==> config.mk <==
export PLATFORM = sky130hd
export DESIGN_NAME = lsu_top
export DESIGN_NICKNAME = d
export VERILOG_FILES = /design/src/common/lsu_pkg.sv /design/src/hdl/agen_unit.sv /design/src/store_queue/store_queue.sv /design/src/hdl/dmem_port.sv /design/src/hdl/lsu_top.sv
export SDC_FILE = /design/constraint.sdc
export NUM_CORES = 1
export LEC_CHECK = 0
export ABC_AREA = 0
export CAP_MARGIN = 20
export CORE_UTILIZATION = 30
export CTS_CLUSTER_SIZE = 12
export DETAILED_ROUTE_END_ITERATION = 16
export DONT_BUFFER_PORTS = 1
export HOLD_SLACK_MARGIN = 0.03
export PLACE_DENSITY = 0.51
export SLEW_MARGIN = 15
export SYNTH_ARGS = -nofsm -noshare
export SYNTH_HDL_FRONTEND = slang
export SYNTH_SLANG_ARGS = --single-unit
==> constraint.sdc <==
create_clock -name clk -period 8.2 [get_ports clk]
set_input_delay 0.41 -clock clk [delete_from_list [all_inputs] [get_ports clk]]
set_output_delay 0.41 -clock clk [all_outputs]
set_load 0.01 [all_outputs]
==> src/common/lsu_pkg.sv <==
package lsu_pkg;

        // data and address word
        typedef logic [31:0] word_t;

        // one bit per byte lane
        typedef logic [3:0] mask_t;

        typedef logic [4:0] reg_idx_t;
        typedef logic [3:0] rob_idx_t;

        // loads first, stores last
        typedef enum logic [2:0] {
                op_lb,
                op_lbu,
                op_lh,
                op_lhu,
                op_lw,
                op_sb,
                op_sh,
                op_sw
        } mem_op_e;

        typedef enum logic [1:0] {
                port_idle,
                port_load,
                port_store
        } port_state_e;

        // store queue geometry
        localparam int SQ_DEPTH = 4;
        localparam int SQ_PTR_W = 2;

        // unshifted lane masks per access width
        localparam mask_t MASK_B = 4'b0001;
        localparam mask_t MASK_H = 4'b0011;
        localparam mask_t MASK_W = 4'b1111;

endpackage

==> src/hdl/agen_unit.sv <==
`timescale 1ns/1ps

module agen_unit
        import lsu_pkg::*;
(
        input  logic     clk,
        input  logic     rst,
        input  logic     issue_valid_i,
        input  mem_op_e  issue_op_i,
        input  word_t    issue_base_i,
        input  word_t    issue_imm_i,
        input  word_t    issue_wdata_i,
        input  reg_idx_t issue_rd_i,
        input  rob_idx_t issue_rob_i,
        input  logic     sq_full_i,
        input  logic     sq_commit_pending_i,
        input  logic     port_busy_i,
        output logic     ld_valid_o,
        output word_t    ld_addr_o,
        output mask_t    ld_rmask_o,
        output mem_op_e  ld_op_o,
        output reg_idx_t ld_rd_o,
        output rob_idx_t ld_rob_o,
        output logic     st_push_o,
        output word_t    st_addr_o,
        output mask_t    st_wmask_o,
        output word_t    st_wdata_o,
        output logic     st_done_o,
        output rob_idx_t st_rob_o,
        output logic     issue_stall_o
);
        word_t      eff_addr;
        logic [1:0] byte_off;
        mask_t      size_mask;
        logic       op_is_store;
        logic       accept;
        logic       ld_held;

        assign eff_addr = issue_base_i + issue_imm_i;
        assign byte_off = eff_addr[1:0];

        always_comb begin
                op_is_store = 1'b0;
                case (issue_op_i)
                        op_lb, op_lbu: size_mask = MASK_B;
                        op_lh, op_lhu: size_mask = MASK_H;
                        op_sb: begin
                                size_mask = MASK_B;
                                op_is_store = 1'b1;
                        end
                        op_sh: begin
                                size_mask = MASK_H;
                                op_is_store = 1'b1;
                        end
                        op_sw: begin
                                size_mask = MASK_W;
                                op_is_store = 1'b1;
                        end
                        default: size_mask = MASK_W;
                endcase
        end

        // a held load also covers the case of an issued load meeting committed stores
        assign issue_stall_o = ld_held || port_busy_i || sq_full_i;
        assign accept = issue_valid_i && !issue_stall_o;

        // load leaves only once the port is free and memory is up to date
        assign ld_valid_o = ld_held && !port_busy_i && !sq_commit_pending_i;

        // stores are done as soon as they sit in the queue
        assign st_done_o = st_push_o;

        always_ff @(posedge clk) begin
                if (rst) begin
                        ld_held <= 1'b0;
                        st_push_o <= 1'b0;
                end else begin
                        st_push_o <= accept && op_is_store;
                        if (accept && !op_is_store)
                                ld_held <= 1'b1;
                        else if (ld_valid_o)
                                ld_held <= 1'b0;
                end
        end

        always_ff @(posedge clk) begin
                if (accept && op_is_store) begin
                        st_addr_o <= {eff_addr[31:2], 2'b00};
                        st_wmask_o <= size_mask << byte_off;
                        st_wdata_o <= issue_wdata_i << {byte_off, 3'b000};
                        st_rob_o <= issue_rob_i;
                end else if (accept) begin
                        ld_addr_o <= {eff_addr[31:2], 2'b00};
                        ld_rmask_o <= size_mask << byte_off;
                        ld_op_o <= issue_op_i;
                        ld_rd_o <= issue_rd_i;
                        ld_rob_o <= issue_rob_i;
                end
        end

endmodule

==> src/store_queue/store_queue.sv <==
`timescale 1ns/1ps

module store_queue
        import lsu_pkg::*;
(
        input  logic  clk,
        input  logic  rst,
        input  logic  st_push_i,
        input  word_t st_addr_i,
        input  mask_t st_wmask_i,
        input  word_t st_wdata_i,
        input  logic  commit_store_i,
        input  logic  drain_pop_i,
        output logic  drain_valid_o,
        output word_t drain_addr_o,
        output mask_t drain_wmask_o,
        output word_t drain_wdata_o,
        output logic  sq_full_o,
        output logic  sq_commit_pending_o
);
        // entry storage
        word_t entry_addr  [SQ_DEPTH];
        mask_t entry_wmask [SQ_DEPTH];
        word_t entry_wdata [SQ_DEPTH];

        // pointers carry one extra wrap bit
        logic [SQ_PTR_W:0] head;
        logic [SQ_PTR_W:0] tail;
        logic [SQ_PTR_W:0] cmt_ptr;
        logic [SQ_PTR_W:0] used;
        logic              has_uncommitted;

        assign used = tail - head;
        assign has_uncommitted = (cmt_ptr != tail);

        // head up to the commit pointer is drainable
        assign drain_valid_o = (head != cmt_ptr);
        assign drain_addr_o = entry_addr[head[SQ_PTR_W-1:0]];
        assign drain_wmask_o = entry_wmask[head[SQ_PTR_W-1:0]];
        assign drain_wdata_o = entry_wdata[head[SQ_PTR_W-1:0]];

        assign sq_commit_pending_o = drain_valid_o;

        // count a push in flight so the next issue sees the queue full
        assign sq_full_o = (used == SQ_DEPTH) || ((used == SQ_DEPTH - 1) && st_push_i);

        always_ff @(posedge clk) begin
                if (rst) begin
                        head <= '0;
                        tail <= '0;
                        cmt_ptr <= '0;
                end else begin
                        if (st_push_i)
                                tail <= tail + 1'b1;
                        if (drain_pop_i)
                                head <= head + 1'b1;
                        // stray commit with nothing uncommitted is dropped
                        if (commit_store_i && has_uncommitted)
                                cmt_ptr <= cmt_ptr + 1'b1;
                end
        end

        always_ff @(posedge clk) begin
                if (st_push_i) begin
                        entry_addr[tail[SQ_PTR_W-1:0]] <= st_addr_i;
                        entry_wmask[tail[SQ_PTR_W-1:0]] <= st_wmask_i;
                        entry_wdata[tail[SQ_PTR_W-1:0]] <= st_wdata_i;
                end
        end

endmodule

==> src/hdl/dmem_port.sv <==
`timescale 1ns/1ps

module dmem_port
        import lsu_pkg::*;
(
        input  logic     clk,
        input  logic     rst,
        input  logic     ld_valid_i,
        input  word_t    ld_addr_i,
        input  mask_t    ld_rmask_i,
        input  mem_op_e  ld_op_i,
        input  reg_idx_t ld_rd_i,
        input  rob_idx_t ld_rob_i,
        input  logic     drain_valid_i,
        input  word_t    drain_addr_i,
        input  mask_t    drain_wmask_i,
        input  word_t    drain_wdata_i,
        output logic     drain_pop_o,
        output logic     port_busy_o,
        output word_t    dmem_addr_o,
        output mask_t    dmem_rmask_o,
        output mask_t    dmem_wmask_o,
        output word_t    dmem_wdata_o,
        input  word_t    dmem_rdata_i,
        input  logic     dmem_resp_i,
        output logic     ld_wb_valid_o,
        output rob_idx_t ld_wb_rob_o,
        output reg_idx_t ld_wb_rd_o,
        output word_t    ld_wb_data_o
);
        port_state_e state;
        logic [1:0]  ld_off;
        logic [1:0]  req_off;
        mem_op_e     req_op;
        word_t       rd_shift;

        // byte offset recovered from the lowest active lane
        always_comb begin
                if (ld_rmask_i[0])
                        ld_off = 2'd0;
                else if (ld_rmask_i[1])
                        ld_off = 2'd1;
                else if (ld_rmask_i[2])
                        ld_off = 2'd2;
                else
                        ld_off = 2'd3;
        end

        assign port_busy_o = (state == port_load);
        assign drain_pop_o = (state == port_store) && dmem_resp_i;
        assign ld_wb_valid_o = (state == port_load) && dmem_resp_i;

        // request sequencer, drains win over a waiting load
        always_ff @(posedge clk) begin
                if (rst) begin
                        state <= port_idle;
                        dmem_rmask_o <= '0;
                        dmem_wmask_o <= '0;
                end else begin
                        case (state)
                                port_idle: begin
                                        if (drain_valid_i) begin
                                                state <= port_store;
                                                dmem_wmask_o <= drain_wmask_i;
                                        end else if (ld_valid_i) begin
                                                state <= port_load;
                                                dmem_rmask_o <= ld_rmask_i;
                                        end
                                end
                                port_load: begin
                                        if (dmem_resp_i) begin
                                                state <= port_idle;
                                                dmem_rmask_o <= '0;
                                        end
                                end
                                port_store: begin
                                        if (dmem_resp_i) begin
                                                state <= port_idle;
                                                dmem_wmask_o <= '0;
                                        end
                                end
                                default: state <= port_idle;
                        endcase
                end
        end

        // request payload, captured together with the state change
        always_ff @(posedge clk) begin
                if (state == port_idle) begin
                        if (drain_valid_i) begin
                                dmem_addr_o <= drain_addr_i;
                                dmem_wdata_o <= drain_wdata_i;
                        end else if (ld_valid_i) begin
                                dmem_addr_o <= ld_addr_i;
                                req_op <= ld_op_i;
                                req_off <= ld_off;
                                ld_wb_rd_o <= ld_rd_i;
                                ld_wb_rob_o <= ld_rob_i;
                        end
                end
        end

        // bring the addressed lane down to bit 0
        assign rd_shift = dmem_rdata_i >> {req_off, 3'b000};

        always_comb begin
                case (req_op)
                        op_lb: ld_wb_data_o = {{24{rd_shift[7]}}, rd_shift[7:0]};
                        op_lbu: ld_wb_data_o = {24'b0, rd_shift[7:0]};
                        op_lh: ld_wb_data_o = {{16{rd_shift[15]}}, rd_shift[15:0]};
                        op_lhu: ld_wb_data_o = {16'b0, rd_shift[15:0]};
                        default: ld_wb_data_o = rd_shift;
                endcase
        end

endmodule

==> src/hdl/lsu_top.sv <==
`timescale 1ns/1ps

module lsu_top
        import lsu_pkg::*;
(
        input  logic     clk,
        input  logic     rst,
        input  logic     issue_valid_i,
        input  mem_op_e  issue_op_i,
        input  word_t    issue_base_i,
        input  word_t    issue_imm_i,
        input  word_t    issue_wdata_i,
        input  reg_idx_t issue_rd_i,
        input  rob_idx_t issue_rob_i,
        output logic     issue_stall_o,
        input  logic     commit_store_i,
        output word_t    dmem_addr_o,
        output mask_t    dmem_rmask_o,
        output mask_t    dmem_wmask_o,
        output word_t    dmem_wdata_o,
        input  word_t    dmem_rdata_i,
        input  logic     dmem_resp_i,
        output logic     wb_valid_o,
        output rob_idx_t wb_rob_o,
        output reg_idx_t wb_rd_o,
        output logic     wb_we_o,
        output word_t    wb_data_o
);
        // generator to port
        logic     ld_valid;
        word_t    ld_addr;
        mask_t    ld_rmask;
        mem_op_e  ld_op;
        reg_idx_t ld_rd;
        rob_idx_t ld_rob;

        // generator to queue
        logic     st_push;
        word_t    st_addr;
        mask_t    st_wmask;
        word_t    st_wdata;
        logic     st_done;
        rob_idx_t st_rob;

        // queue to port and back
        logic     drain_valid;
        word_t    drain_addr;
        mask_t    drain_wmask;
        word_t    drain_wdata;
        logic     drain_pop;
        logic     sq_full;
        logic     sq_commit_pending;
        logic     port_busy;

        // load writeback
        logic     ld_wb_valid;
        rob_idx_t ld_wb_rob;
        reg_idx_t ld_wb_rd;
        word_t    ld_wb_data;

        agen_unit u_agen (
                .clk, .rst,
                .issue_valid_i, .issue_op_i, .issue_base_i, .issue_imm_i,
                .issue_wdata_i, .issue_rd_i, .issue_rob_i,
                .sq_full_i(sq_full), .sq_commit_pending_i(sq_commit_pending),
                .port_busy_i(port_busy),
                .ld_valid_o(ld_valid), .ld_addr_o(ld_addr), .ld_rmask_o(ld_rmask),
                .ld_op_o(ld_op), .ld_rd_o(ld_rd), .ld_rob_o(ld_rob),
                .st_push_o(st_push), .st_addr_o(st_addr), .st_wmask_o(st_wmask),
                .st_wdata_o(st_wdata), .st_done_o(st_done), .st_rob_o(st_rob),
                .issue_stall_o
        );

        store_queue u_sq (
                .clk, .rst,
                .st_push_i(st_push), .st_addr_i(st_addr),
                .st_wmask_i(st_wmask), .st_wdata_i(st_wdata),
                .commit_store_i, .drain_pop_i(drain_pop),
                .drain_valid_o(drain_valid), .drain_addr_o(drain_addr),
                .drain_wmask_o(drain_wmask), .drain_wdata_o(drain_wdata),
                .sq_full_o(sq_full), .sq_commit_pending_o(sq_commit_pending)
        );

        dmem_port u_port (
                .clk, .rst,
                .ld_valid_i(ld_valid), .ld_addr_i(ld_addr), .ld_rmask_i(ld_rmask),
                .ld_op_i(ld_op), .ld_rd_i(ld_rd), .ld_rob_i(ld_rob),
                .drain_valid_i(drain_valid), .drain_addr_i(drain_addr),
                .drain_wmask_i(drain_wmask), .drain_wdata_i(drain_wdata),
                .drain_pop_o(drain_pop), .port_busy_o(port_busy),
                .dmem_addr_o, .dmem_rmask_o, .dmem_wmask_o, .dmem_wdata_o,
                .dmem_rdata_i, .dmem_resp_i,
                .ld_wb_valid_o(ld_wb_valid), .ld_wb_rob_o(ld_wb_rob),
                .ld_wb_rd_o(ld_wb_rd), .ld_wb_data_o(ld_wb_data)
        );

        // a load writeback only happens while issue is stalled, so no overlap
        assign wb_valid_o = st_done || ld_wb_valid;
        assign wb_we_o = ld_wb_valid;
        assign wb_rob_o = ld_wb_valid ? ld_wb_rob : st_rob;
        assign wb_rd_o = ld_wb_valid ? ld_wb_rd : '0;
        assign wb_data_o = ld_wb_valid ? ld_wb_data : '0;

endmodule

# After elaboration in Yosys (flattened, before gate mapping)
# Memories as Yosys holds them, arrays and structs flattened. A register that Yosys moved wholly into a read port is not among the register bits.
# Index checks and enable logic that the tools add are counted.
# W data, S select, Z words.
# totals
register_bits,183
mem_bits_rw,264
word_cells,122
mem_count,3
# classes
add_sub_neg,5
eq_ne,22
shift,3
mux,28
n_bitwise,2
n_reduce_logical,36
# mem_list
name,words,word_bits,rd,rd_clocked_by_memory_dff,write_ports,line_no,source
u_sq.entry_wdata,4,32,1,1,1,store_queue.sv:24,word_t entry_wdata [SQ_DEPTH];
u_sq.entry_addr,4,30,1,1,1,store_queue.sv:22,word_t entry_addr [SQ_DEPTH];
u_sq.entry_wmask,4,4,1,1,1,store_queue.sv:23,mask_t entry_wmask [SQ_DEPTH];
# op_table
op,count
$pmux W32 S4,1
$mux W32,3
$add A32 B32 Y32,1
$shl A32 B5 Y32,1
$shr A32 B5 Y32,1
$pmux W4 S2,3
$mux W4,5
$eq A3 B2 Y1 const B,5
$mux W2,7
$eq A3 B3 Y1 const B,4
$ne A2 B2 Y1 const B,5
$add A3 B1 Y3 const B,3
$logic_and A1 B1 Y1,9
$reduce_or A3 Y1,3
$reduce_and A2 Y1,4
$reduce_bool A2 Y1,4
$mux W1,7
$eq A3 B1 Y1 const B,2
$logic_not A3 Y1,2
$ne A3 B3 Y1,2
$reduce_and A3 Y1,2
$mux W5,1
$logic_not A1 Y1,4
$logic_or A1 B1 Y1,4
11 further kinds,13

# Longest topological paths before layout
# Gate-level depths: netlist of run 1.
# logic_depth
depth_word,10
depth_mapped,10
mapped_depth_nobuf,10

# Modules after synthesis
# A second synthesis of run 1 with hierarchy kept.
# hier_totals
hier_cells,1235
area_unflattened_um2,20843.7
# by_module_without_submodules
module,instances,cells_each,area_each_um2,seq_area_each_um2
store_queue,1,432,10478.8,8388.0
agen_unit,1,473,6092.1,3523.4
dmem_port,1,284,3947.5,2542.4
lsu_top,1,46,325.3,0.0

# Least setup slack after synthesis of run 1
# OpenSTA, ideal clock, no wires.
# synth_path
path_kind,register to register
from,register u_sq.head[1]
to,register u_agen.st_addr_o[10] (enable)
arrival_ns,5.238
t_required_ns,7.701
path_slack_ns,2.463
stages_incl_launch_ff,11
n_path_buf,2
synth_period_minus_slack_ns,5.737
cell_sequence,dfxtp_1 > buf_2 > buf_1 > inv_1 > fa_1 > xor2_1 > xnor2_1 > nor3_1 > a2111oi_2 > nand2_1 > nor2_1
# synth_via
elab_chain_len,8
word_cells_on_any_way,9
classes_between,add/sub: 1; eq/ne: 2; reduce/logical: 6
# synth_lines
item,line_no,source
start: declaration,store_queue.sv:27,logic [SQ_PTR_W:0] head;
start signal: assignment,store_queue.sv:56,head <= head + 1'b1;
$sub A3 B3 Y3 (*),store_queue.sv:33,assign used = tail - head;
$eq A3 B2 Y1,store_queue.sv:45,assign sq_full_o = (used == SQ_DEPTH) || ((used == SQ_DEPTH - 1) && st_push_i);
$logic_and A1 B1 Y1,store_queue.sv:45,
$logic_or A1 B1 Y1 (*),store_queue.sv:45,
$logic_or A1 B1 Y1 (*),agen_unit.sv:64,assign issue_stall_o = ld_held || port_busy_i || sq_full_i;
$logic_not A1 Y1 (*),agen_unit.sv:65,assign accept = issue_valid_i && !issue_stall_o;
$logic_and A1 B1 Y1 (*),agen_unit.sv:65,
$logic_and A1 B1 Y1 (*),agen_unit.sv:87,if (accept && op_is_store) begin
end signal: assignment,agen_unit.sv:88,"st_addr_o <= {eff_addr[31:2], 2'b00};"
end: declaration,agen_unit.sv:25,"output word_t st_addr_o,"
# Mark *: on every way between the ends. The rest lies on a longest branch, timed or not.
# A chain may end at the register's enable or synchronous reset.

# Final worst setup path of run 1
# layout_path
from,register u_sq.head[1]
to,register u_agen.st_wdata_o[11] (enable)
# layout_via
elab_chain_len,8
word_cells_on_any_way,9
classes_between,add/sub: 1; eq/ne: 2; reduce/logical: 6
# layout_lines
item,line_no,source
$sub A3 B3 Y3 (*),store_queue.sv:33,
$eq A3 B2 Y1,store_queue.sv:45,
$logic_and A1 B1 Y1,store_queue.sv:45,
$logic_or A1 B1 Y1 (*),store_queue.sv:45,
$logic_or A1 B1 Y1 (*),agen_unit.sv:64,
$logic_not A1 Y1 (*),agen_unit.sv:65,
$logic_and A1 B1 Y1 (*),agen_unit.sv:65,
$logic_and A1 B1 Y1 (*),agen_unit.sv:87,
end signal: assignment,agen_unit.sv:90,"st_wdata_o <= issue_wdata_i << {byte_off, 3'b000};"
end: declaration,agen_unit.sv:27,"output word_t st_wdata_o,"
# Marked as above.

==> results of run 1 <==
worst reg2reg max path, cell delays in order (launching register included):
cell and delay, ns:
sky130_fd_sc_hd__dfxtp_2 1.02, sky130_fd_sc_hd__inv_1 0.16, sky130_fd_sc_hd__fa_1 0.44, sky130_fd_sc_hd__xor2_1 0.16
sky130_fd_sc_hd__xnor2_1 0.25, sky130_fd_sc_hd__nor3_1 0.10, sky130_fd_sc_hd__a2111oi_2 0.44, sky130_fd_sc_hd__nand2_1 0.18
sky130_fd_sc_hd__nor2_4 0.79, sky130_fd_sc_hd__buf_4 0.70
metrics by stage:
stage | instance area [µm²] | hold slack [ns] | util [%] | setup WS, ns
floorplan | 19900 | 0.400 | - | 2.46
global placement | 20900 | 0.403 | 31.8 | 3.46
detailed placement | 20900 | 0.405 | 31.8 | 3.43
CTS | 22700 | 0.0316 | 34.6 | 3.37
global route | 22700 | 0.0486 | 34.6 | 3.07
finish | 22700 | 0.0609 | 34.6 | 3.55
registers in the layout, indices dropped and copies added, names as in the netlist, 5 cells and up, named ones only:
signal	flops
u_agen.ld_rd_o	5
u_sq.entry_wdata	128
u_sq.entry_wmask	16
u_agen.ld_addr_o	30
u_port.ld_wb_rd_o	5
u_agen.st_wdata_o	32
u_port.dmem_addr_o	30
u_port.dmem_wdata_o	32
u_sq.entry_addr	120
u_agen.st_addr_o	30
layer usage:
| layer | GRT usage (%) | up-vias | routed length (µm) | share of wire [%] |
|---|---|---|---|---|
| met5 | 0 | - | 0 | 0 |
| met2 | 24.0 | 279 | 23300 | 51 |
| met1 | 16.6 | 5201 | 19300 | 42 |
| met3 | 3.03 | 53 | 2510 | 5.5 |
| li1 | - | 4764 | - | - |
| met4 | 3.09 | 0 | 754 | 1.6 |
cell families (layout without fill, tap and decap cells):
family          count (synthesis)  count (layout)  share of synthesized area [%]
buf+inv                        77             152                           1.65
mux                           127             127                           10.6
other cells                     1               2                         0.0188
flops                         479             479                           71.1
simple gates                  283             283                           6.44
fa+ha+maj                      43              43                           2.78
xor+xnor                       46              46                           2.02
compound gates                165             165                           5.43
synth_stat cells, drive strengths merged, types with 3 or more instances:
library cell  number
a211oi            16
a21o               6
a21oi             60
a221oi             3
a22o               8
a31oi              6
and2              15
and3               7
buf               24
clkbuf            31
dfxtp             23
edfxtp           456
ha                41
inv               21
mux2              14
mux2i             47
mux4              66
nand2            154
nand2b            10
nand3             10
nand4              4
nand4b             4
nor2              45
nor2b             22
nor3               3
o211ai             6
o21a               8
o21ai             37
xnor2             25
xor2              21
where the power goes:
group | total (µW) | switching (µW) | internal (µW) | leakage [µW]
sequential | 3100 | 142 | 2950 | 0.00435
combinational | 708 | 466 | 242 | 0.00236
clock | 2190 | 917 | 1270 | 0.000768
final cells by class:
class,instances,share of cell area [%]
well taps,864,4.75
inverters,22,0.363
multi-input cells,666,24.1
repair buffers,39,1.56
clock buffers,73,6.11
flip-flops and latches,479,62.3
clock inverters,18,0.831
worst paths after layout:
kind	end	start	cells past startpoint
max	u_agen.st_wdata_o[11]	u_sq.head[1]	9
min	u_agen.st_wdata_o[21]	issue_wdata_i[5]	1
max reg2reg	u_agen.st_wdata_o[11]	u_sq.head[1]	9
min reg2reg	u_port.ld_wb_rd_o[4]	u_agen.ld_rd_o[4]	0
==> impl_metrics.env, run 1 <==
export IMPL_syn_mean_instance_area_um2=16.3
export IMPL_grt_total_usage_pct=13.5
export IMPL_timing_final_hold_violations=0
export IMPL_post_layout_total_power_uw=5990
export IMPL_synth_warning_count=0
export IMPL_synth_top_area_share_pct=68.7
export IMPL_yosys_area_top_type="sky130_fd_sc_hd__edfxtp_1"
export IMPL_fmaxAchievable_mhz=215
export IMPL_std_cell_rows=94
export IMPL_ctsLongestPathBuffers=3
export IMPL_cts_tree="yes"
export IMPL_netlist_instances=1221
export IMPL_layout_cells_most_common_list="sky130_fd_sc_hd__edfxtp_1, sky130_fd_sc_hd__nand2_1, sky130_fd_sc_hd__mux4_2"
export IMPL_io_buffer_count=0
export IMPL_timing_final_crit_share_pct=56.7
export IMPL_grt_max_degree=48
export IMPL_final_routed_wire_length_divided_by_cell_count_um=21.2
export IMPL_clk_transition_reported_paths_ns=0.06
export IMPL_stdcell_count=2161
export IMPL_final_nets=1447
export IMPL_maxCapViolations=0
export IMPL_power_density_mw_per_mm2=264
export IMPL_first_global_vias=10800
export IMPL_place_detailed_instances=2047
export IMPL_drt_first_pass_iters=5
export IMPL_postRouteAntennaNets=0
export IMPL_worstPathRequired_ns=8.40
export IMPL_synth_enable_flop_cells=456
export IMPL_detail_route_drc_violations=0
export IMPL_crit_path_max_fanout=43
export IMPL_core_area_mm2=0.0657
export IMPL_grt_first_pass_wirelength_mm=68.1
export IMPL_critical_path_top_delay_family="simple AND/OR/NAND/NOR gates"
export IMPL_gp_congestion=0.779
export IMPL_antenna_found_initial=0
export IMPL_summed_instance_area_of_the_synthesized_netlist_mm2=0.0199
export IMPL_synth_ff_type="sky130_fd_sc_hd__edfxtp_1"
export IMPL_setup_viol_count_final=0
export IMPL_clk_latency_ns=0.58
export IMPL_area_of_the_die_mm2=0.0674
export IMPL_setup_tns_final_ns=0
export IMPL_multi_input_area_mm2=0.00548
export IMPL_drt_iter0_drc=652
export IMPL_crit_arrival_ns=4.84
export IMPL_synth_async_reset_ratio_pct=0
export IMPL_synth_lib_cells_used_distinct=65
export IMPL_final_layout_size_suffix_gt1_share_pct=14.9
export IMPL_post_drt_via_cell_ratio=4.76
export IMPL_grt_overflow_total=0
export IMPL_synth_top_cells_by_area="sky130_fd_sc_hd__edfxtp_1, sky130_fd_sc_hd__mux4_2, sky130_fd_sc_hd__nand2_1"
export IMPL_slew_headroom_pct=28.8
export IMPL_cellLeakagePower_uw=0.00748
export IMPL_area_growth_pct=14.1
export IMPL_vias=10300
export IMPL_fillers=6235
export IMPL_initial_utilization_pct=30.3
export IMPL_cts_made_buffers=51
export IMPL_timing_critical_path_buf_inv=2
export IMPL_clock_sinks=479
export IMPL_worst_pin_slew_ns=1.07
export IMPL_layout_cells_most_common="sky130_fd_sc_hd__edfxtp_1"
export IMPL_wirelength_mm=45.9
export IMPL_dieWidth_um=260
export IMPL_clock_tree_root_cell="sky130_fd_sc_hd__clkbuf_16"
export IMPL_crit_path_cell_trace="inv_1 > fa_1 > xor2_1 > xnor2_1 > nor3_1 > a2111oi_2 > nand2_1 > nor2_4 > buf_4"
export IMPL_reg2reg_slack_ns=3.55
export IMPL_kind_of_capture_point_of_the_worst_setup_path="register"
export IMPL_status="finished, final reports clean"
export IMPL_seq_area_frac_synth_pct=71.1
export IMPL_vdd_drop_max_mv=0.166
export IMPL_critPathMaxStageDelay_ns=1.02
export IMPL_period_minus_slack_ns=4.65
export IMPL_final_seq_area_mm2=0.0142
export IMPL_n_antenna_cell=0
export IMPL_final_max_slew_viol_count=0
export IMPL_setup_repair_after_global_routing_missed_its_margin="false"
export IMPL_cts_repair_timing_setup_buffer_count=0
export IMPL_min_path_type="in -> reg"
export IMPL_htree_num_levels=2
export IMPL_die_h_um=260
export IMPL_ys_seq_elements=479
export IMPL_slowest_stage="sky130_fd_sc_hd__dfxtp_2"
export IMPL_estimated_wirelength_of_the_detail_placed_design_mm=29.4
export IMPL_ctsHoldBuffers=23
export IMPL_timing_clock_skew_ns=0.0235
export IMPL_startpoint_type="register"
export IMPL_post_cts_resized=0
export IMPL_setup_crit_path_kind="reg -> reg"
export IMPL_i_o_pins=261
Note: power is estimated with default switching activity, not from simulation.
==> inputs of run 2 (changes only) <==
ABC_AREA = 1   (was 0)
PLACE_DENSITY = 0.52   (was 0.51)
clock period = 4.08 ns   (was 8.2 ns; I/O delays follow)
==> run 2 against run 1 <==
Synthesized cell count grew 57%. Flip-flop and latch count is the same. Cell area grew 5.8%. Global-route usage grew 1.8 points. Critical endpoint is now wb_data_o[31]. Core utilization grew 0.42 points. Worst setup slack lost 2.6 ns. Combinational power grew to 3.6 times the previous value. Highest routed layer unchanged. Sequential share of layout area shrank 3.4 points. Routed wire length grew 20%. Die area grew 4.9%. Via count grew 34%. Non-clock buffer count grew 50.
==> impl_metrics.env, run 2 <==
export IMPL_drt_iter0_drc=912
export IMPL_met3RoutedLength_mm=3.15
export IMPL_synth_async_reset_ratio_pct=0
export IMPL_power_density_mw_per_mm2=565
export IMPL_crit_arrival_ns=2.97
export IMPL_maxCapViolations=0
export IMPL_grt_overflow_total=0
export IMPL_synth_top_area_share_pct=65.5
export IMPL_layout_cells_most_common="sky130_fd_sc_hd__edfxtp_1"
export IMPL_dieWidth_um=266
export IMPL_startpoint_type="register"
export IMPL_die_h_um=266
export IMPL_final_routed_wire_length_divided_by_cell_count_um=18.7
export IMPL_detail_route_drc_violations=0
export IMPL_synth_enable_flop_cells=456
export IMPL_routed_met1_length_mm=23.2
export IMPL_dpl_cell_area_mm2=0.0219
export IMPL_io_buffer_count=0
export IMPL_timing_final_crit_share_pct=77.8
export IMPL_clock_tree_root_cell="sky130_fd_sc_hd__clkbuf_16"
export IMPL_netlist_top_cells_count="sky130_fd_sc_hd__edfxtp_1, sky130_fd_sc_hd__nand2_1, sky130_fd_sc_hd__nor2_1, sky130_fd_sc_hd__inv_1, sky130_fd_sc_hd__o21ai_0"
export IMPL_core_area_mm2=0.0687
export IMPL_cts_made_buffers=49
export IMPL_clock_sinks=479
export IMPL_ys_seq_elements=479
export IMPL_grt_max_degree=69
export IMPL_post_drt_via_cell_ratio=4.69
export IMPL_fmaxAchievable_mhz=315
export IMPL_multi_input_area_mm2=0.00573
export IMPL_fin_area_mm2=0.0240
export IMPL_summed_instance_area_of_the_synthesized_netlist_mm2=0.0209
export IMPL_kind_of_capture_point_of_the_worst_setup_path="output port"
export IMPL_synth_lib_cells_used_distinct=44
export IMPL_antenna_found_initial=1
export IMPL_timing_final_hold_violations=0
export IMPL_status="finished, final reports clean"
export IMPL_largest_register_ff_count=128
export IMPL_first_global_vias=13600
export IMPL_grt_first_pass_wirelength_mm=81.8
export IMPL_clk_transition_reported_paths_ns=0.06
export IMPL_worstPathRequired_ns=3.88
export IMPL_netlist_instances=1920
export IMPL_syn_mean_instance_area_um2=10.9
export IMPL_crit_path_max_fanout=40
export IMPL_period_minus_slack_ns=3.17
export IMPL_setup_tns_final_ns=0
export IMPL_yosys_area_top_type="sky130_fd_sc_hd__edfxtp_1"
export IMPL_initial_utilization_pct=30.4
export IMPL_synth_warning_count=0
export IMPL_min_path_type="in -> reg"
export IMPL_fillers=6848
export IMPL_ctsLongestPathBuffers=3
export IMPL_worst_pin_slew_ns=0.871
export IMPL_vias=13800
export IMPL_drt_first_pass_iters=5
export IMPL_final_layout_size_suffix_gt1_share_pct=5.46
export IMPL_seq_area_frac_synth_pct=67.7
export IMPL_clk_latency_ns=0.61
export IMPL_slew_headroom_pct=41.9
export IMPL_synth_top_cells_by_area="sky130_fd_sc_hd__edfxtp_1, sky130_fd_sc_hd__nand2_1, sky130_fd_sc_hd__nor2_1"
export IMPL_grt_total_usage_pct=15.4
export IMPL_i_o_pins=261
export IMPL_timing_clock_skew_ns=0.0260
export IMPL_area_of_the_die_mm2=0.0707
export IMPL_layout_cells_most_common_list="sky130_fd_sc_hd__edfxtp_1, sky130_fd_sc_hd__nand2_1, sky130_fd_sc_hd__nor2_1"
export IMPL_setup_repair_after_global_routing_missed_its_margin="false"
export IMPL_synth_ff_type="sky130_fd_sc_hd__edfxtp_1"
export IMPL_postLayoutCoreUtil_pct=35.0
export IMPL_final_seq_area_mm2=0.0142
export IMPL_estimated_wirelength_of_the_detail_placed_design_mm=35.5
export IMPL_yosys_cell_count_top_type="sky130_fd_sc_hd__edfxtp_1"
export IMPL_cts_tree="yes"
export IMPL_area_growth_pct=15.1
export IMPL_routed_top_layer="met4"
export IMPL_wirelength_mm=55.2
export IMPL_setup_crit_path_kind="reg -> out"
export IMPL_setup_viol_count_final=0
export IMPL_final_nets=2175
export IMPL_met2RoutedLength_mm=27.4
export IMPL_std_cell_rows=96
export IMPL_final_max_slew_viol_count=0
export IMPL_htree_num_levels=2
export IMPL_vdd_drop_max_mv=0.296
export IMPL_postRouteAntennaNets=0
export IMPL_gp_congestion=0.868
export IMPL_cellLeakagePower_uw=0.00902
-- run 2: cell count changes after synthesis, moves of 47 or more --
cell	previous run	this run
sky130_fd_sc_hd__nor2_1	45	305
sky130_fd_sc_hd__nand2_1	151	398
sky130_fd_sc_hd__inv_1	20	171
sky130_fd_sc_hd__o21ai_0	28	170
sky130_fd_sc_hd__mux4_2	66	0
sky130_fd_sc_hd__nand3_1	10	67
sky130_fd_sc_hd__mux2i_1	47	0
-- run 2: final cells by class --
| cell class | instances | share of cell area (%) |
|---|---|---|
| Sequential cell | 479 | 58.9 |
| Antenna cell | 2 | 0.0208 |
| Tap cell | 931 | 4.84 |
| Clock inverter | 12 | 0.536 |
| Timing Repair Buffer | 89 | 3.61 |
| Inverter | 178 | 2.83 |
| Multi-Input combinational cell | 1190 | 23.8 |
| Clock buffer | 68 | 5.48 |
-- run 2: final timing paths --
check                                  startpoint                   end  slack, ns  cells after the start
worst max-delay path            u_port.req_off[0]         wb_data_o[31]       0.91                      8
worst min-delay path             issue_base_i[31]  u_agen.ld_addr_o[31]       0.08                      3
worst max register to register       u_sq.tail[0]  u_agen.ld_addr_o[13]       1.12                     12
worst min register to register  u_agen.ld_op_o[2]      u_port.req_op[2]       0.42                      0
-- run 2: stage by stage --
| stage | hold WS [ns] | instances | setup WS [ns] | power, µW |
|---|---|---|---|---|
| 6_report | 0.0757 | 2949 | 0.907 | 13600 |
| 5_1_grt | 0.0833 | 2949 | 0.710 | 14300 |
| 4_1_cts | 0.0548 | 2946 | 0.718 | 13800 |
| 3_5_place_dp | 0.276 | 2799 | 0.698 | 9540 |
| 3_3_place_gp | 0.276 | 2799 | 0.794 | 9490 |
| 2_1_floorplan | 0.303 | 1921 | 0.213 | 8540 |
-- run 2: cell families (layout without fill, tap and decap cells) --
group / after synthesis / in the layout / share of synthesized area (%)
buf+inv: 252 / 347 / 4.92
fa+ha+maj: 43 / 43 / 2.65
compound gates: 324 / 324 / 8.50
xor+xnor: 23 / 23 / 1.00
flops: 479 / 479 / 67.7
other cells: 1 / 4 / 0.0179
simple gates: 798 / 798 / 15.2
-- run 2: worst max-delay path, stage by stage, from the launching register on --
cell and delay, ns:
sky130_fd_sc_hd__edfxtp_1 0.74, sky130_fd_sc_hd__inv_4 0.45, sky130_fd_sc_hd__nand2_1 0.10, sky130_fd_sc_hd__nand3_1 0.08, sky130_fd_sc_hd__o21a_1 0.20, sky130_fd_sc_hd__nand2_4 0.11, sky130_fd_sc_hd__nand3_2 0.09, sky130_fd_sc_hd__nand2_2 0.21
sky130_fd_sc_hd__a21oi_1 0.38
-- run 2: timing repair --
| action | in CTS | in global routing |
|---|---|---|
| endpoints found under the setup margin | 0 | 0 |
| setup buffers | 0 | 0 |
| hold endpoints to repair | 79 | 0 |
| resized for setup | 0 | 0 |
| hold buffers | 67 | 0 |
-- run 2: layer usage --
metal / vias to the layer above / GRT usage (%)
li1: 6715 / -
met1: 6642 / 18.7
met2: 392 / 26.8
met3: 93 / 3.26
met4: 0 / 5.16
met5: - / 0
-- run 2: report_power, final --
part	switching, µW	internal (µW)	leakage (µW)
clock	1820	2320	0.000697
combinational	1830	717	0.00396
sequential	574	6350	0.00436
total	4210	9380	0.00902
==> inputs of run 3 (changes only) <==
clock period = 2.8 ns   (was 4.08 ns; I/O delays follow)
==> run 3 against run 2 <==
Sequential power grew 46%. Die area unchanged. Worst setup slack worse by 0.68 ns. Routed wire length fell by 1.0%. Critical path type unchanged. First-iteration DRC count rose by 17%.
==> impl_metrics.env, run 3 (same netlist as run 2, synthesis figures left out) <==
export IMPL_status="finished, final reports clean"
export IMPL_wirelength_mm=54.6
export IMPL_period_minus_slack_ns=2.58
export IMPL_n_antenna_cell=0
export IMPL_timing_critical_path_buf_inv=1
export IMPL_setup_viol_count_final=0
export IMPL_timing_critical_path_mode_cell="sky130_fd_sc_hd__nand2_2"
export IMPL_final_max_slew_viol_count=0
export IMPL_drt_first_pass_iters=5
export IMPL_cts_repair_timing_setup_buffer_count=0
export IMPL_largest_register_ff_count=128
export IMPL_grt_max_degree=71
export IMPL_die_h_um=266
export IMPL_postRouteAntennaNets=0
export IMPL_io_buffer_count=0
export IMPL_maxCapViolations=0
export IMPL_clock_tree_root_cell="sky130_fd_sc_hd__clkbuf_16"
export IMPL_final_nets=2211
export IMPL_dieWidth_um=266
export IMPL_post_layout_total_power_uw=19900
export IMPL_worst_pin_slew_ns=0.825
export IMPL_std_cell_rows=96
export IMPL_grt_overflow_total=0
export IMPL_cts_tree="yes"
export IMPL_vdd_drop_max_mv=0.455
export IMPL_fmaxAchievable_mhz=388
export IMPL_slew_headroom_pct=45.0
export IMPL_slowest_stage="sky130_fd_sc_hd__edfxtp_1"
export IMPL_startpoint_type="register"
export IMPL_globalRouteMet1Util_pct=19.1
export IMPL_post_drt_via_cell_ratio=4.71
export IMPL_min_path_type="in -> reg"
export IMPL_setup_tns_final_ns=0
export IMPL_gp_congestion=0.849
export IMPL_power_density_mw_per_mm2=813
export IMPL_timing_final_crit_share_pct=92.0
export IMPL_grt_first_pass_wirelength_mm=81.6
export IMPL_final_routed_wire_length_divided_by_cell_count_um=18.3
export IMPL_clock_sinks=479
export IMPL_fin_hold_ws_ns=0.0611
export IMPL_grt_use_met3_pct=3.36
export IMPL_setup_repair_after_global_routing_missed_its_margin="false"
export IMPL_crit_path_cell_trace="inv_6 > nand2_2 > nor2_2 > nand2_4 > nand3_2 > nand2_2 > a21oi_1"
export IMPL_grt_total_usage_pct=15.3
export IMPL_antenna_found_initial=2
export IMPL_grt_most_used_layer="met2"
export IMPL_htree_num_levels=2
export IMPL_i_o_pins=261
export IMPL_initial_utilization_pct=30.4
export IMPL_critical_path_top_delay_family="simple AND/OR/NAND/NOR gates"
export IMPL_setup_crit_path_kind="reg -> out"
export IMPL_layout_cells_most_common="sky130_fd_sc_hd__edfxtp_1"
export IMPL_vias=14100
export IMPL_crit_arrival_ns=2.44
export IMPL_multi_input_area_mm2=0.00575
export IMPL_cts_made_buffers=50
export IMPL_area_growth_pct=17.3
export IMPL_first_global_vias=13600
export IMPL_postLayoutCoreUtil_pct=35.7
export IMPL_clk_latency_ns=0.61
export IMPL_crit_path_max_fanout=16
export IMPL_final_seq_area_mm2=0.0142
export IMPL_estimated_wirelength_of_the_detail_placed_design_mm=34.9
export IMPL_area_of_the_die_mm2=0.0707
export IMPL_clk_transition_reported_paths_ns=0.06
export IMPL_drt_iter0_drc=1071
export IMPL_ctsLongestPathBuffers=3
export IMPL_timing_clock_skew_ns=0.0277
export IMPL_critPathMaxStageDelay_ns=0.61
export IMPL_gr_usage_met2_pct=26.4
export IMPL_cellLeakagePower_uw=0.00919
export IMPL_layout_cells_most_common_list="sky130_fd_sc_hd__edfxtp_1, sky130_fd_sc_hd__nand2_1, sky130_fd_sc_hd__nor2_1"
export IMPL_worst_slack_ns=0.223
export IMPL_worstPathRequired_ns=2.66
export IMPL_fillers=6846
export IMPL_kind_of_capture_point_of_the_worst_setup_path="output port"
export IMPL_final_layout_size_suffix_gt1_share_pct=6.38
export IMPL_preCtsSetupSlack_ns=0.147
export IMPL_core_area_mm2=0.0687
export IMPL_timing_final_hold_violations=0
export IMPL_detail_route_drc_violations=0
-- run 3: layout make-up --
cell class | count | share of cell area, %
flip-flops and latches | 479 | 57.8
multi-input cells | 1190 | 23.4
clock buffers | 65 | 5.33
repair buffers | 124 | 5.23
well taps | 931 | 4.75
inverters | 178 | 2.80
clock inverters | 18 | 0.679
-- run 3: what timing repair did --
action,4_1_cts,5_1_grt
resized for setup,0,2
endpoints found under the setup margin,0,10
hold buffers,95,0
hold endpoints to repair,105,0
-- run 3: report_power, final --
group          total (µW)  internal, µW  switching (µW)
Combinational        3780          1150            2630
Sequential          10100          9250             873
Clock                6010          3300            2700
Total               19900         13700            6210
-- run 3: worst paths after layout --
kind | from | endpoint | slack [ns] | cells after the start
max | u_port.req_op[2] | wb_data_o[25] | 0.22 | 7
min | issue_op_i[2] | u_agen.st_wmask_o[1] | 0.06 | 4
max reg2reg | u_sq.tail[0] | u_agen.ld_rd_o[3] | 0.27 | 12
min reg2reg | u_agen.ld_rd_o[3] | u_port.ld_wb_rd_o[3] | 0.42 | 0
-- run 3: through the flow --
step           cell area (µm²)  cells
4_1_cts                  24500   2985
3_5_place_dp             22100   2807
3_3_place_gp             22100   2807
6_report                 24500   2985
2_1_floorplan            20900   1921
5_1_grt                  24500   2985
-- run 3: routing by layer --
metal	wire length [µm]	share of wire, %
met1	22800	42
met2	26900	49
met3	3740	6.9
met4	1140	2.1
met5	13	0.024
-- run 3: worst min-delay path: stages --
cell and delay, ns:
sky130_fd_sc_hd__a21oi_1 0.06, sky130_fd_sc_hd__inv_1 0.10, sky130_fd_sc_hd__o21ai_0 0.08, sky130_fd_sc_hd__inv_1 0.13
